$ cat config.mk
export PLATFORM = sky130hd
export DESIGN_NAME = lsu_demux
export DESIGN_NICKNAME = d
export VERILOG_FILES = /design/src/verilog/region_pkg.sv /design/src/verilog/lsu_demux.sv
export SDC_FILE = /design/constraint.sdc
export NUM_CORES = 1
export LEC_CHECK = 0
export ABC_CLOCK_PERIOD_IN_PS = 2800
export BUFFER_PORTS_ARGS = -buffer_cell sky130_fd_sc_hd__buf_4
export CORE_AREA = 2 2 53 55
export DETAILED_ROUTE_END_ITERATION = 10
export DIE_AREA = 0 0 55 57
export GPL_ROUTABILITY_DRIVEN = 0
export PLACE_DENSITY = 0.8
export SLEW_MARGIN = 40
export SYNTH_ARGS = -nofsm -noshare
export SYNTH_HDL_FRONTEND = slang
export SYNTH_SLANG_ARGS = --single-unit
export TNS_END_PERCENT = 10
$ cat constraint.sdc
create_clock -name clk -period 2.8 [get_ports clk]
set_input_delay 0.7 -clock clk [delete_from_list [all_inputs] [get_ports clk]]
set_output_delay 0.7 -clock clk [all_outputs]
set_load 0.05 [all_outputs]
$ cat src/verilog/region_pkg.sv
// shared vector types and address map of the load/store memory region, imported by all RTL
package region_pkg;

  // load/store side, one 32-bit word per access
  typedef logic [31:0] lsu_addr_t;
  typedef logic [31:0] lsu_data_t;
  typedef logic [3:0]  lsu_be_t;

  // wide bus and data RAM word
  typedef logic [63:0] bus_data_t;
  typedef logic [7:0]  bus_be_t;

  // upper address bits compared by the decoder
  localparam int unsigned LOCAL_PAGE_BITS = 12;

  // page 0x001 maps onto the local data RAM
  // everything else goes to the external port
  localparam logic [LOCAL_PAGE_BITS-1:0] LOCAL_PAGE = 12'h001;

  // byte offset inside one wide word
  localparam int unsigned BUS_BYTE_BITS = 3;

endpackage
$ cat src/verilog/lsu_demux.sv
// load/store address decoder, steers req to local RAM or external port and muxes responses back
module lsu_demux (
  input  logic                  clk,
  input  logic                  rst_n,

  // load/store port
  input  logic                  lsu_req_i,
  input  region_pkg::lsu_addr_t lsu_addr_i,
  output logic                  lsu_gnt_o,
  output logic                  lsu_rvalid_o,
  output region_pkg::lsu_data_t lsu_rdata_o,

  // external port strobes
  output logic                  ext_req_o,
  input  logic                  ext_gnt_i,
  input  logic                  ext_rvalid_i,
  input  region_pkg::lsu_data_t ext_rdata_i,

  // local RAM side through the arbiter
  output logic                  ram_req_o,
  input  logic                  ram_gnt_i,
  input  logic                  ram_rvalid_i,
  input  region_pkg::lsu_data_t ram_rdata_i
);

  import region_pkg::*;

  localparam int unsigned ADDR_W = $bits(lsu_addr_t);

  typedef enum logic {
    RESP_RAM,
    RESP_EXT
  } resp_src_e;

  resp_src_e resp_q;
  resp_src_e resp_d;
  logic      is_local;

  assign is_local  = (lsu_addr_i[ADDR_W-1 -: LOCAL_PAGE_BITS] == LOCAL_PAGE);
  assign ram_req_o = lsu_req_i & is_local;
  assign ext_req_o = lsu_req_i & ~is_local;

  // grant comes from the side the request went to
  // and the next response is expected from there too
  always_comb begin
    resp_d    = resp_q;
    lsu_gnt_o = 1'b0;
    if (ext_req_o) begin
      lsu_gnt_o = ext_gnt_i;
      resp_d    = RESP_EXT;
    end else if (ram_req_o) begin
      lsu_gnt_o = ram_gnt_i;
      resp_d    = RESP_RAM;
    end
  end

  always_ff @(posedge clk or negedge rst_n) begin
    if (!rst_n) begin
      resp_q <= RESP_RAM;
    end else begin
      resp_q <= resp_d;
    end
  end

  // one outstanding access, so at most one source answers
  assign lsu_rvalid_o = ram_rvalid_i | ext_rvalid_i;
  assign lsu_rdata_o  = (resp_q == RESP_EXT) ? ext_rdata_i : ram_rdata_i;

  // local and external responses never overlap
  assert property (@(posedge clk) disable iff (!rst_n)
    !(ram_rvalid_i && ext_rvalid_i));

endmodule

==> impl_results.md <==
- Status: finished, final reports clean
- Critical path peak fanout: 4
- R2r worst-path depth: 2
- Sw frac: 48.75%
- Multi-input combinational cell area: 440.4 µm²
- DR vias: 847
- Via-to-Cell Ratio: 4.344
- Fraction of layout cells with a size suffix above 1: 93.90%
- Synthesized Nets: 152
- Synth top area share: 70.59%
- Max-slew violation count: 0
- Largest regs: resp_q (1)
- Row cnt: 19
- Area growth from synthesis to layout: 173.8%
- Mapped Cells: 49
- Yosys reg bits: 1
- DR WL/cell: 12.75 µm
- HP Class: in -> async
- Pwr per Cell Area: 193.4 nW/µm²
- Worst Setup SP: lsu_addr_i[22]
- Seq. cell area: 25.02 µm²
- Worst Setup Start Kind: input port
- Tmin final: 2.415 ns
- Hold-fix buffers, CTS: 0
- Nets: 269
- Global-route wire length before repair: 3.256 mm
- RSZ-0062 raised after global routing: false
- Switch Pwr: 0.1318 mW
- Max Freq: 414.1 MHz
- Combinational group share of total power: 94.6%
- Critical Path End: lsu_gnt_o
- Synth warn: 0
- Die width: 55 µm
- Setup bufs post-CTS: 0
- Core area: 2615 µm²
- Ant diodes: 0
- Top reg by flops: resp_q
- Vias in the first global route: 763
- Total Routing Usage GR: 13.14%
- 1st-iter DRT viols: 8
- Req. time, crit path: 2.10 ns
- Lkg Pwr: 0.7434 nW
- Sequential power share: 5.4%
- Fin crit share: 86.25%
- Placed cells: 195
- Largest net degree at the start of global routing: 33
- Final Non-Filler Cells: 195
- Initial antenna violation count: 0
- Worst R2R End: resp_q
- CTS clk-pin slew, worst paths: 0 ns
- Initial Utilization: 19.52%
- FFs w/ async S/R, synth: 100.0%
- Max cap viols: 0
- R2r startpoint: resp_q
- Clock power share: 0%
- DRC: 0
- Worst Tran Pin Value: 0.3652 ns
- Top cell type by total area after synthesis: mux2_2
- Worst setup margin: 0.3850 ns
- Number of nets with antenna violations after routing: 0
- Number of synthesized flops with an enable pin: 0
- Largest register FFs: 1
- Post-synth top cells: 32 x mux2_2, 4 x buf_6, 2 x nand2_1, 2 x nor4_1
- Avg Cell Area, Syn: 10.42 µm²
- I/O Buffers: 118
- Critical path endpoint category: primary output
- Most common cell in the netlist: mux2_2
- Top post-synthesis cells by area: mux2_2 71%, buf_6 8.8%, dfrtp_1 4.9%
- Ys flop type: dfrtp_1
- Post_cts resized: 0
- Synth cell types: 13
- Peak supply drop: 0.0001486 V
- Sequential area share after synthesis: 4.902%
- Worst reg-to-reg setup slack: 2.17 ns
- DP Wirelength: 2.213 mm
- Clk_lat worst skew: 0 ns
- Num ports: 139
- Clock Skews: 0 ns
- Setup TNS: 0 ns
- Routed wire length: 2.487 mm
- Fillers: 225
- Internal power: 0.1385 mW
- CP Data Arrival Time: 1.71 ns
- Die area: 3135 µm²
- Synthesized area: 510.5 µm²
- Pre-antenna DRT Iters: 4
- Slew margin rel.: 75.65%
- Final hold vios: 0
- CP Class: in -> out
- Pre-CTS setup slack: 0.3874 ns
- Setup-failing EPs final: 0
- GRT overflow: 0
- Die Y: 57 µm
[critical path: stages]
cell	delay, ns
buf_4	0.11
nor4_1	0.25
and3_2	0.26
mux2i_1	0.18
buf_4	0.21
[power by group through the flow]
stage	registers, mW	clock network, mW	logic, mW
3_5_place_dp	0.0147	0	0.257
5_1_grt	0.0147	0	0.267
3_3_place_gp	0.0147	0	0.255
4_1_cts	0.0147	0	0.258
6_report	0.0147	0	0.256
2_1_floorplan	0.0147	0	0.124
[final cells by class]
type                            instances  area share (%)
Multi-Input combinational cell         44           31.51
Timing Repair Buffer                  119           63.92
Sequential cell                         1           1.791
Tap cell                               31           2.775
[how the worst min path moves through the flow]
stage | to | slack, ns | cells after the start | start
6_report | resp_q | 0.48 | 1 | rst_n
5_1_grt | resp_q | 0.48 | 1 | rst_n
3_3_place_gp | resp_q | 0.48 | 1 | rst_n
3_5_place_dp | resp_q | 0.48 | 1 | rst_n
2_1_floorplan | resp_q | 0.40 | 0 | rst_n
4_1_cts | resp_q | 0.48 | 1 | rst_n
[metal layers]
metal / global-route usage, % / wire length, µm / vias to the layer above / share of wire [%]
li1: - / - / 415 / -
met1: 15.27 / 851 / 365 / 34
met2: 25.85 / 1237 / 67 / 50
met3: 1.832 / 398 / 0 / 16
met4: 0 / 0 / 0 / 0
met5: 0 / 0 / - / 0
[cell families after synthesis]
kind of cell / Yosys count / share of synthesized area (%)
flip-flops: 1 / 4.901
AO/OA/AOI/OAI: 1 / 0.9795
buffers and inverters: 4 / 8.823
multiplexers: 33 / 72.55
AND/OR/NAND/NOR: 10 / 12.75
[metrics by stage]
step	hold slack (ns)	utilization (%)	instance area, µm²	total power [mW]
2_1_floorplan	0.4044	-	510.5	0.1390
3_3_place_gp	0.4755	53.45	1398	0.2697
3_5_place_dp	0.4770	53.45	1398	0.2716
4_1_cts	0.4770	53.45	1398	0.2726
5_1_grt	0.4783	53.45	1398	0.2820
6_report	0.4767	53.45	1398	0.2703
[cells in the final DEF (no fill, tap or decap)]
cell / count
buf_4: 119
mux2_2: 32
nor4_1: 2
nand2_1: 2
or2_2: 1
nor4b_2: 1
and3_2: 1
nor2b_1: 1
and2_1: 1
mux2i_1: 1
nor2_1: 1
a21oi_1: 1
dfrtp_1: 1
Power figures use the tool's default switching activity.
