===== src/verilog/region_pkg.sv =====
// shared vector types and address map of the load/store memory region, imported by all RTL
package region_pkg;

  // load/store side, one 32-bit word per access
  typedef logic [31:0] lsu_addr_t;
  typedef logic [31:0] lsu_data_t;
  typedef logic [3:0]  lsu_be_t;

  // wide bus and data RAM word
  typedef logic [63:0] bus_data_t;
  typedef logic [7:0]  bus_be_t;

  // upper address bits compared by the decoder
  localparam int unsigned LOCAL_PAGE_BITS = 12;

  // page 0x001 maps onto the local data RAM
  // everything else goes to the external port
  localparam logic [LOCAL_PAGE_BITS-1:0] LOCAL_PAGE = 12'h001;

  // byte offset inside one wide word
  localparam int unsigned BUS_BYTE_BITS = 3;

endpackage

===== src/verilog/ram_arbiter.sv =====
// fixed-priority sharing of the data RAM between the wide bus and the 32-bit load/store port
module ram_arbiter #(
  parameter int unsigned  RAM_SIZE = 262144,
  localparam int unsigned ADDR_W   = $clog2(RAM_SIZE) - region_pkg::BUS_BYTE_BITS
) (
  input  logic                  clk,
  input  logic                  rst_n,

  // wide bus port, always served in its cycle
  input  logic                  bus_req_i,
  input  region_pkg::lsu_addr_t bus_addr_i,
  input  logic                  bus_we_i,
  input  region_pkg::bus_be_t   bus_be_i,
  input  region_pkg::bus_data_t bus_wdata_i,
  output region_pkg::bus_data_t bus_rdata_o,

  // load/store port from the demux
  input  logic                  lsu_req_i,
  input  region_pkg::lsu_addr_t lsu_addr_i,
  input  logic                  lsu_we_i,
  input  region_pkg::lsu_be_t   lsu_be_i,
  input  region_pkg::lsu_data_t lsu_wdata_i,
  output logic                  lsu_gnt_o,
  output logic                  lsu_rvalid_o,
  output region_pkg::lsu_data_t lsu_rdata_o,

  // RAM side
  output logic                  ram_en_o,
  output logic [ADDR_W-1:0]     ram_addr_o,
  output logic                  ram_we_o,
  output region_pkg::bus_be_t   ram_be_o,
  output region_pkg::bus_data_t ram_wdata_o,
  input  region_pkg::bus_data_t ram_rdata_i
);

  import region_pkg::*;

  localparam int unsigned LSU_W    = $bits(lsu_data_t);
  localparam int unsigned BUS_W    = $bits(bus_data_t);
  // address bit that picks the 32-bit half of a wide word
  localparam int unsigned LANE_BIT = $clog2($bits(lsu_be_t));

  logic    lsu_lane;
  logic    lane_q;
  logic    rvalid_q;
  bus_be_t lsu_be_wide;

  assign lsu_lane = lsu_addr_i[LANE_BIT];

  // the bus port wins every conflict
  assign lsu_gnt_o = lsu_req_i & ~bus_req_i;

  // move the 4 byte enables into the addressed half
  assign lsu_be_wide = lsu_lane ? {lsu_be_i, lsu_be_t'(0)} : {lsu_be_t'(0), lsu_be_i};

  always_comb begin
    ram_en_o = bus_req_i | lsu_req_i;
    if (bus_req_i) begin
      ram_addr_o  = bus_addr_i[BUS_BYTE_BITS +: ADDR_W];
      ram_we_o    = bus_we_i;
      ram_be_o    = bus_be_i;
      ram_wdata_o = bus_wdata_i;
    end else begin
      ram_addr_o  = lsu_addr_i[BUS_BYTE_BITS +: ADDR_W];
      ram_we_o    = lsu_we_i;
      ram_be_o    = lsu_be_wide;
      // same word in both halves, be picks the lane
      ram_wdata_o = {lsu_wdata_i, lsu_wdata_i};
    end
  end

  // response of a granted load/store access one cycle later
  always_ff @(posedge clk or negedge rst_n) begin
    if (!rst_n) begin
      rvalid_q <= 1'b0;
    end else begin
      rvalid_q <= lsu_gnt_o;
    end
  end

  always_ff @(posedge clk) begin
    if (lsu_gnt_o) begin
      lane_q <= lsu_lane;
    end
  end

  assign lsu_rvalid_o = rvalid_q;
  assign lsu_rdata_o  = lane_q ? ram_rdata_i[BUS_W-1 -: LSU_W] : ram_rdata_i[LSU_W-1:0];
  assign bus_rdata_o  = ram_rdata_i;

  // a bus cycle blocks the load/store grant and so its response in the next cycle
  assert property (@(posedge clk) disable iff (!rst_n)
    bus_req_i |-> !lsu_gnt_o ##1 !lsu_rvalid_o);

endmodule


===== config.mk =====
export PLATFORM = sky130hd
export DESIGN_NAME = ram_arbiter
export DESIGN_NICKNAME = d
export VERILOG_FILES = /design/src/verilog/region_pkg.sv /design/src/verilog/ram_arbiter.sv
export SDC_FILE = /design/constraint.sdc
export NUM_CORES = 1
export LEC_CHECK = 0
export ABC_AREA = 1
export ABC_CLOCK_PERIOD_IN_PS = 1300
export BUFFER_PORTS_ARGS = -buffer_cell sky130_fd_sc_hd__buf_4
export CAP_MARGIN = 20
export CORE_AREA = 2 2 165 167
export CTS_CLUSTER_DIAMETER = 150
export DETAILED_ROUTE_END_ITERATION = 10
export DIE_AREA = 0 0 167 169
export PLACE_DENSITY = 0.4
export SYNTH_ARGS = -nofsm -noshare
export SYNTH_HDL_FRONTEND = slang
export SYNTH_SLANG_ARGS = --single-unit

===== constraint.sdc =====
create_clock -name clk -period 1.3 [get_ports clk]
set_clock_uncertainty 0.15 [all_clocks]
set_input_delay 0.13 -clock clk [delete_from_list [all_inputs] [get_ports clk]]
set_output_delay 0.13 -clock clk [all_outputs]
set_load 0.01 [all_outputs]

==> impl_metrics.ini, run 1 <==
[route]
drtPass1Iterations = 4
drc_errors = 0
routed_wl_mm = 14.3
vias = 3610
ant_nets = 0
routed_via_density = 3.32
first_iter_violations = 67
wl_per_cell_um = 13.2

[finish]
drive_above_1_share_pct = 55.2
area_growth_pct = 151
fin_nets = 989
layoutNonFillerInstCount = 1087
n_antenna_cell = 0

[placement]
place_inst = 1082
gp_congestion = 0.755
dpl.hpwl_mm = 13.1
port_buffers = 395

[clock_tree]
cts-root-buf = clkbuf_16
numClockSinks = 2
clockBufferDepth = 2
cts-buffers-inserted = 3
path_clk_slew_ns = 0.03
cts_tree = built
cts_max_level = 1

[timing]
slew_headroom_pct = 83.3
rsz0062_at_grt = yes
fin_tns_setup_ns = -5.12
finalSetupViolations = 32
slew_violations = 0
hold_viol = 0
fin_crit_ns = 1.51
fmax_mhz = 661
worst_slew_pin_slew_ns = 0.250
timing.final.crit_share_pct = 116
setup_slack_ns = -0.212

[min_path]
hold_class = in -> reg
holdPathStages = 1

[synthesis]
ys_seq_elements = 2
synthXorXnorAreaFrac_pct = 0
synth_fp_nets = 663
synth_cells = 421
synth_top_family_by_area = simple AND/OR/NAND/NOR gates
ys_types = 13
synth-simple-area-share_pct = 51.0
yosys_warnings = 0
synthAdderAreaFrac_pct = 0
synth.area.mux_share_pct = 0
ys_seq_area_share_pct = 2.77
synth.top_cells.by_area = nand2_1 49%, buf_4 25%, o21ai_0 8.0%
synth_compound_area_share_pct = 8.05
synth_area_mm2 = 0.00199
synth_top_cell_by_area = nand2_1
postSynthAreaPerCell_um2 = 4.73
synth_top_cell_area_share_pct = 49.2

[flow_run]
maxCapViolations = 0

[power_and_ir_drop]
total_leakage_power_nw = 3.06
ir_worst_vdd_mv = 0.188
power.density_mw_per_mm2 = 486
power.total_mw = 2.42

[worst_setup_path]
arrival_ns = 1.23
required_ns = 1.02
critPathMaxFanout = 64
end_kind = primary output
critical_path.max_stage_delay_ns = 0.36
crit_slowest_cell = edfxtp_1
cp-start-kind = flip-flop
worst-setup-path-type = reg -> out
cp_cell_sequence = buf_12 -> nand2_1 -> o21ai_0 -> buf_4

[die]
io_pins = 429
fp.dieH_um = 169
die_w_um = 167
start_util_pct = 7.51
dieArea_mm2 = 0.0282
core_area_mm2 = 0.0265
fp-row-count = 60

[global_route]
grt_overflow_total = 0
track_usage_pct = 9.27
grt_pass1_wl_mm = 20.5
antenna_found_initial = 1
grt_max_degree = 65
grt_pass1_vias = 3636

[status]
status = finished, violations left
violations = setup timing
## final cells by class
class,instances,area (um2)
Fill cell,3070,21500
Timing Repair Buffer,407,3120
Multi-Input combinational cell,299,1180
Tap cell,341,427
Inverter,34,130
Clock buffer,4,78.8
Sequential cell,2,55.1
## critical path: cells and delay by family, from the launching register on
family	cells	cell delay (ns)
buf+inv	2	0.40
flops	1	0.36
compound gates	1	0.10
simple gates	1	0.11
## where the power goes
group	total, mW	switching [mW]	internal (mW)
combinational	1.87	0.827	1.04
sequential	0.0733	0.00198	0.0713
clock	0.480	0.0765	0.404
## path summary, 6_finish.rpt
check                      slack (ns)              from                endpoint
max                             -0.21  lane_q$_DFFE_PP_         lsu_rdata_o[18]
min                              0.02     lsu_addr_i[2]        lane_q$_DFFE_PP_
max in group asynchronous        0.83             rst_n  lsu_rvalid_o$_DFF_PN0_
min in group asynchronous        0.09             rst_n  lsu_rvalid_o$_DFF_PN0_
## timing repair
item,CTS,global route
hold buffers,1,0
gates cloned,0,0
resized for setup,3,2
setup buffers,0,0
setup endpoints to repair,32,32
hold endpoints to repair,1,0
## flip-flops by register name (all words and copies together), names as in the netlist
| signal | flops |
|---|---|
| lane_q | 1 |
| lsu_rvalid_o | 1 |
## cells in the mapped netlist (all sizes together)
cell    instances
buf            84
clkbuf          2
dfrtp           1
edfxtp          1
inv            34
nand2         261
nand3           4
nor2            2
o21ai          32
## cells by family (layout without fill, tap and decap cells)
logic type / Yosys count / count (layout)
compound gates: 32 / 32
buf+inv: 120 / 445
simple gates: 267 / 267
flops: 2 / 2
## placed cells by master (no fill, tap or decap), drive strengths merged
cell / instances
buf: 406
edfxtp: 1
nand2: 261
nor2: 2
clkbuf: 4
o21ai: 32
dfrtp: 1
nand3: 4
dlygate4sd3: 1
inv: 34
## metal layers
metal  vias to the layer above  track usage [%]  wire length [um]
li1                       1840                -                 -
met3                        10             2.74              1550
met2                       253             17.8              7300
met1                      1505             10.2              5340
met5                         -                0                13
met4                         2             1.27               104
## metrics by stage
| step | instance area, um2 | hold slack [ns] | utilization (%) | setup WS [ns] |
|---|---|---|---|---|
| floorplan | 1990 | -0.316 | - | 0.0823 |
| global placement | 4900 | -0.243 | 18.5 | -0.101 |
| detailed placement | 4900 | -0.240 | 18.5 | -0.106 |
| CTS | 4990 | 0.0203 | 18.8 | -0.207 |
| global route | 4990 | 0.0363 | 18.8 | -0.283 |
| finish | 4990 | 0.0245 | 18.8 | -0.212 |
Power figures use the tool's default switching activity.
==> run 2, diff against run 1 <==
ABC_CLOCK_PERIOD_IN_PS = 1500   (was 1300)
BUFFER_PORTS_ARGS = -buffer_cell sky130_fd_sc_hd__buf_2   (was -buffer_cell sky130_fd_sc_hd__buf_4)
SETUP_SLACK_MARGIN = 0.05   (was unset)
clock period = 1.5 ns   (was 1.3 ns; I/O delays follow)
==> run 2 against run 1 <==
Effect of this change: the flow still finishes with violations (setup timing); critical path depth grew 1; first-iteration DRC count shrank 3.0%; setup slack gained 0.13 ns; sequential share of layout area grew 0.23 points; wire length shrank 4.9%; total power shrank 25%; non-clock buffer count grew 5; global-route usage shrank 0.56 points; highest routed layer unchanged.
==> impl_metrics.ini, run 2 (synthesized netlist as in run 1, its figures left out) <==
[status]
status = finished, violations left
violations = setup timing

[worst_setup_path]
critPathMaxFanout = 16
crit_end = lsu_rdata_o[7]
worst-setup-path-type = reg -> out
setup.worst_path.start = lane_q$_DFFE_PP_
required_ns = 1.20
cp-start-kind = flip-flop
arrival_ns = 1.28
end_kind = primary output

[global_route]
antenna_found_initial = 3
met2_usage_pct = 17.8
grt_use_met1_pct = 9.44
grt_pass1_wl_mm = 19.1
track_usage_pct = 8.71
grt_overflow_total = 0
grt_pass1_vias = 3505
busiest_layer = met2
grt_max_degree = 40
use_met3_pct = 1.61

[timing]
slew_violations = 0
worst_slew_pin_slew_ns = 0.224
finalSetupViolations = 28
fmax_mhz = 634
timing.final.crit_share_pct = 105
fin_crit_ns = 1.58
finalHoldWorstSlack_ns = 0.0537
hold_viol = 0
fin_tns_setup_ns = -1.08
slew_headroom_pct = 85.1
setup_slack_ns = -0.0773
rsz0062_at_grt = yes

[clock_tree]
clockBufferDepth = 2
cts_max_level = 1
cts-buffers-inserted = 3
numClockSinks = 2
cts-root-buf = clkbuf_16
path_clk_slew_ns = 0.03
cts_tree = built

[die]
fp-row-count = 60
start_util_pct = 7.51
io_pins = 429
fp.dieH_um = 169
core_area_mm2 = 0.0265
die_w_um = 167
dieArea_mm2 = 0.0282

[power_and_ir_drop]
p_sw_share_pct = 43.5
combPwrFrac_pct = 73.4
sequentialPowerShare_pct = 3.5
total_leakage_power_nw = 2.79
ir_worst_vdd_mv = 0.218
power.internal_mw = 1.02
p_switching_mw = 0.786
power.density_mw_per_mm2 = 437
power_frac_clock_pct = 23.0

[route]
first_iter_violations = 65
routed_via_density = 3.33
vias = 3635
drc_errors = 0
routed_wl_mm = 13.6
wl_per_cell_um = 12.5
ant_nets = 0
drtPass1Iterations = 4

[finish]
n_fill_cell = 3167
final_common_cell = buf_2
fin_nets = 994
area_growth_pct = 107
final_cell_mix = 394 x buf_2, 260 x nand2_1, 33 x inv_1
n_antenna_cell = 0
drive_above_1_share_pct = 57.0

[placement]
gp_congestion = 0.727
dpl.hpwl_mm = 12.3
port_buffers = 395
place_ws_ns = 0.0990

[min_path]
hold_class = in -> reg
holdPathStages = 3

[flow_run]
maxCapViolations = 0
## run 2: power by group through the flow
stage	clock network (mW)	logic (mW)	registers, mW
floorplan	0	0.647	0.0636
global placement	0	1.29	0.0640
detailed placement	0	1.29	0.0641
CTS	0.422	1.34	0.0638
global route	0.438	1.46	0.0641
finish	0.416	1.33	0.0638
## run 2: how the worst min path moves through the flow
stage / start / end / slack (ns)
after global placement: rst_n / lsu_rvalid_o$_DFF_PN0_ / -0.22
final: lsu_req_i / lsu_rvalid_o$_DFF_PN0_ / 0.05
after global routing: lsu_req_i / lsu_rvalid_o$_DFF_PN0_ / 0.07
after floorplan: rst_n / lsu_rvalid_o$_DFF_PN0_ / -0.30
after detailed placement: rst_n / lsu_rvalid_o$_DFF_PN0_ / -0.22
after CTS: lsu_req_i / lsu_rvalid_o$_DFF_PN0_ / 0.05
## run 2: layer usage
metal | wire length (um) | share of wire (%) | vias to the layer above
met5 | 13 | 0.096 | -
li1 | - | - | 1847
met2 | 7240 | 53 | 256
met1 | 5040 | 37 | 1524
met4 | 87 | 0.64 | 2
met3 | 1220 | 9.0 | 6
## run 2: repair_timing
action	4_1_cts	5_1_grt
hold buffers	1	0
setup buffers	3	0
endpoints found under the hold margin	1	0
endpoints found under the setup margin	25	32
cloned	1	0
resized for setup	33	11
## run 2: cell type report
cell class / count / area, um2 / share of cell area [%]
Tap cell: 341 / 427 / 10.3
Clock buffer: 4 / 78.8 / 1.91
Inverter: 34 / 130 / 3.15
Sequential cell: 2 / 55.1 / 1.33
Timing Repair Buffer: 412 / 2220 / 53.8
Multi-Input combinational cell: 299 / 1220 / 29.5
## run 2: metrics by stage
step | std cells | utilization [%] | instance area (um2) | power (mW)
floorplan | 421 | - | 1990 | 0.710
global placement | 1083 | 14.8 | 3930 | 1.36
detailed placement | 1083 | 14.8 | 3930 | 1.35
CTS | 1092 | 15.5 | 4100 | 1.82
global route | 1092 | 15.6 | 4130 | 1.97
finish | 1092 | 15.6 | 4130 | 1.81
## run 2: worst max-delay path: stages (launching register included)
cell      delay [ns]
edfxtp_1        0.42
buf_12          0.18
buf_12          0.15
nand2_1         0.05
o21ai_1         0.09
buf_2           0.16
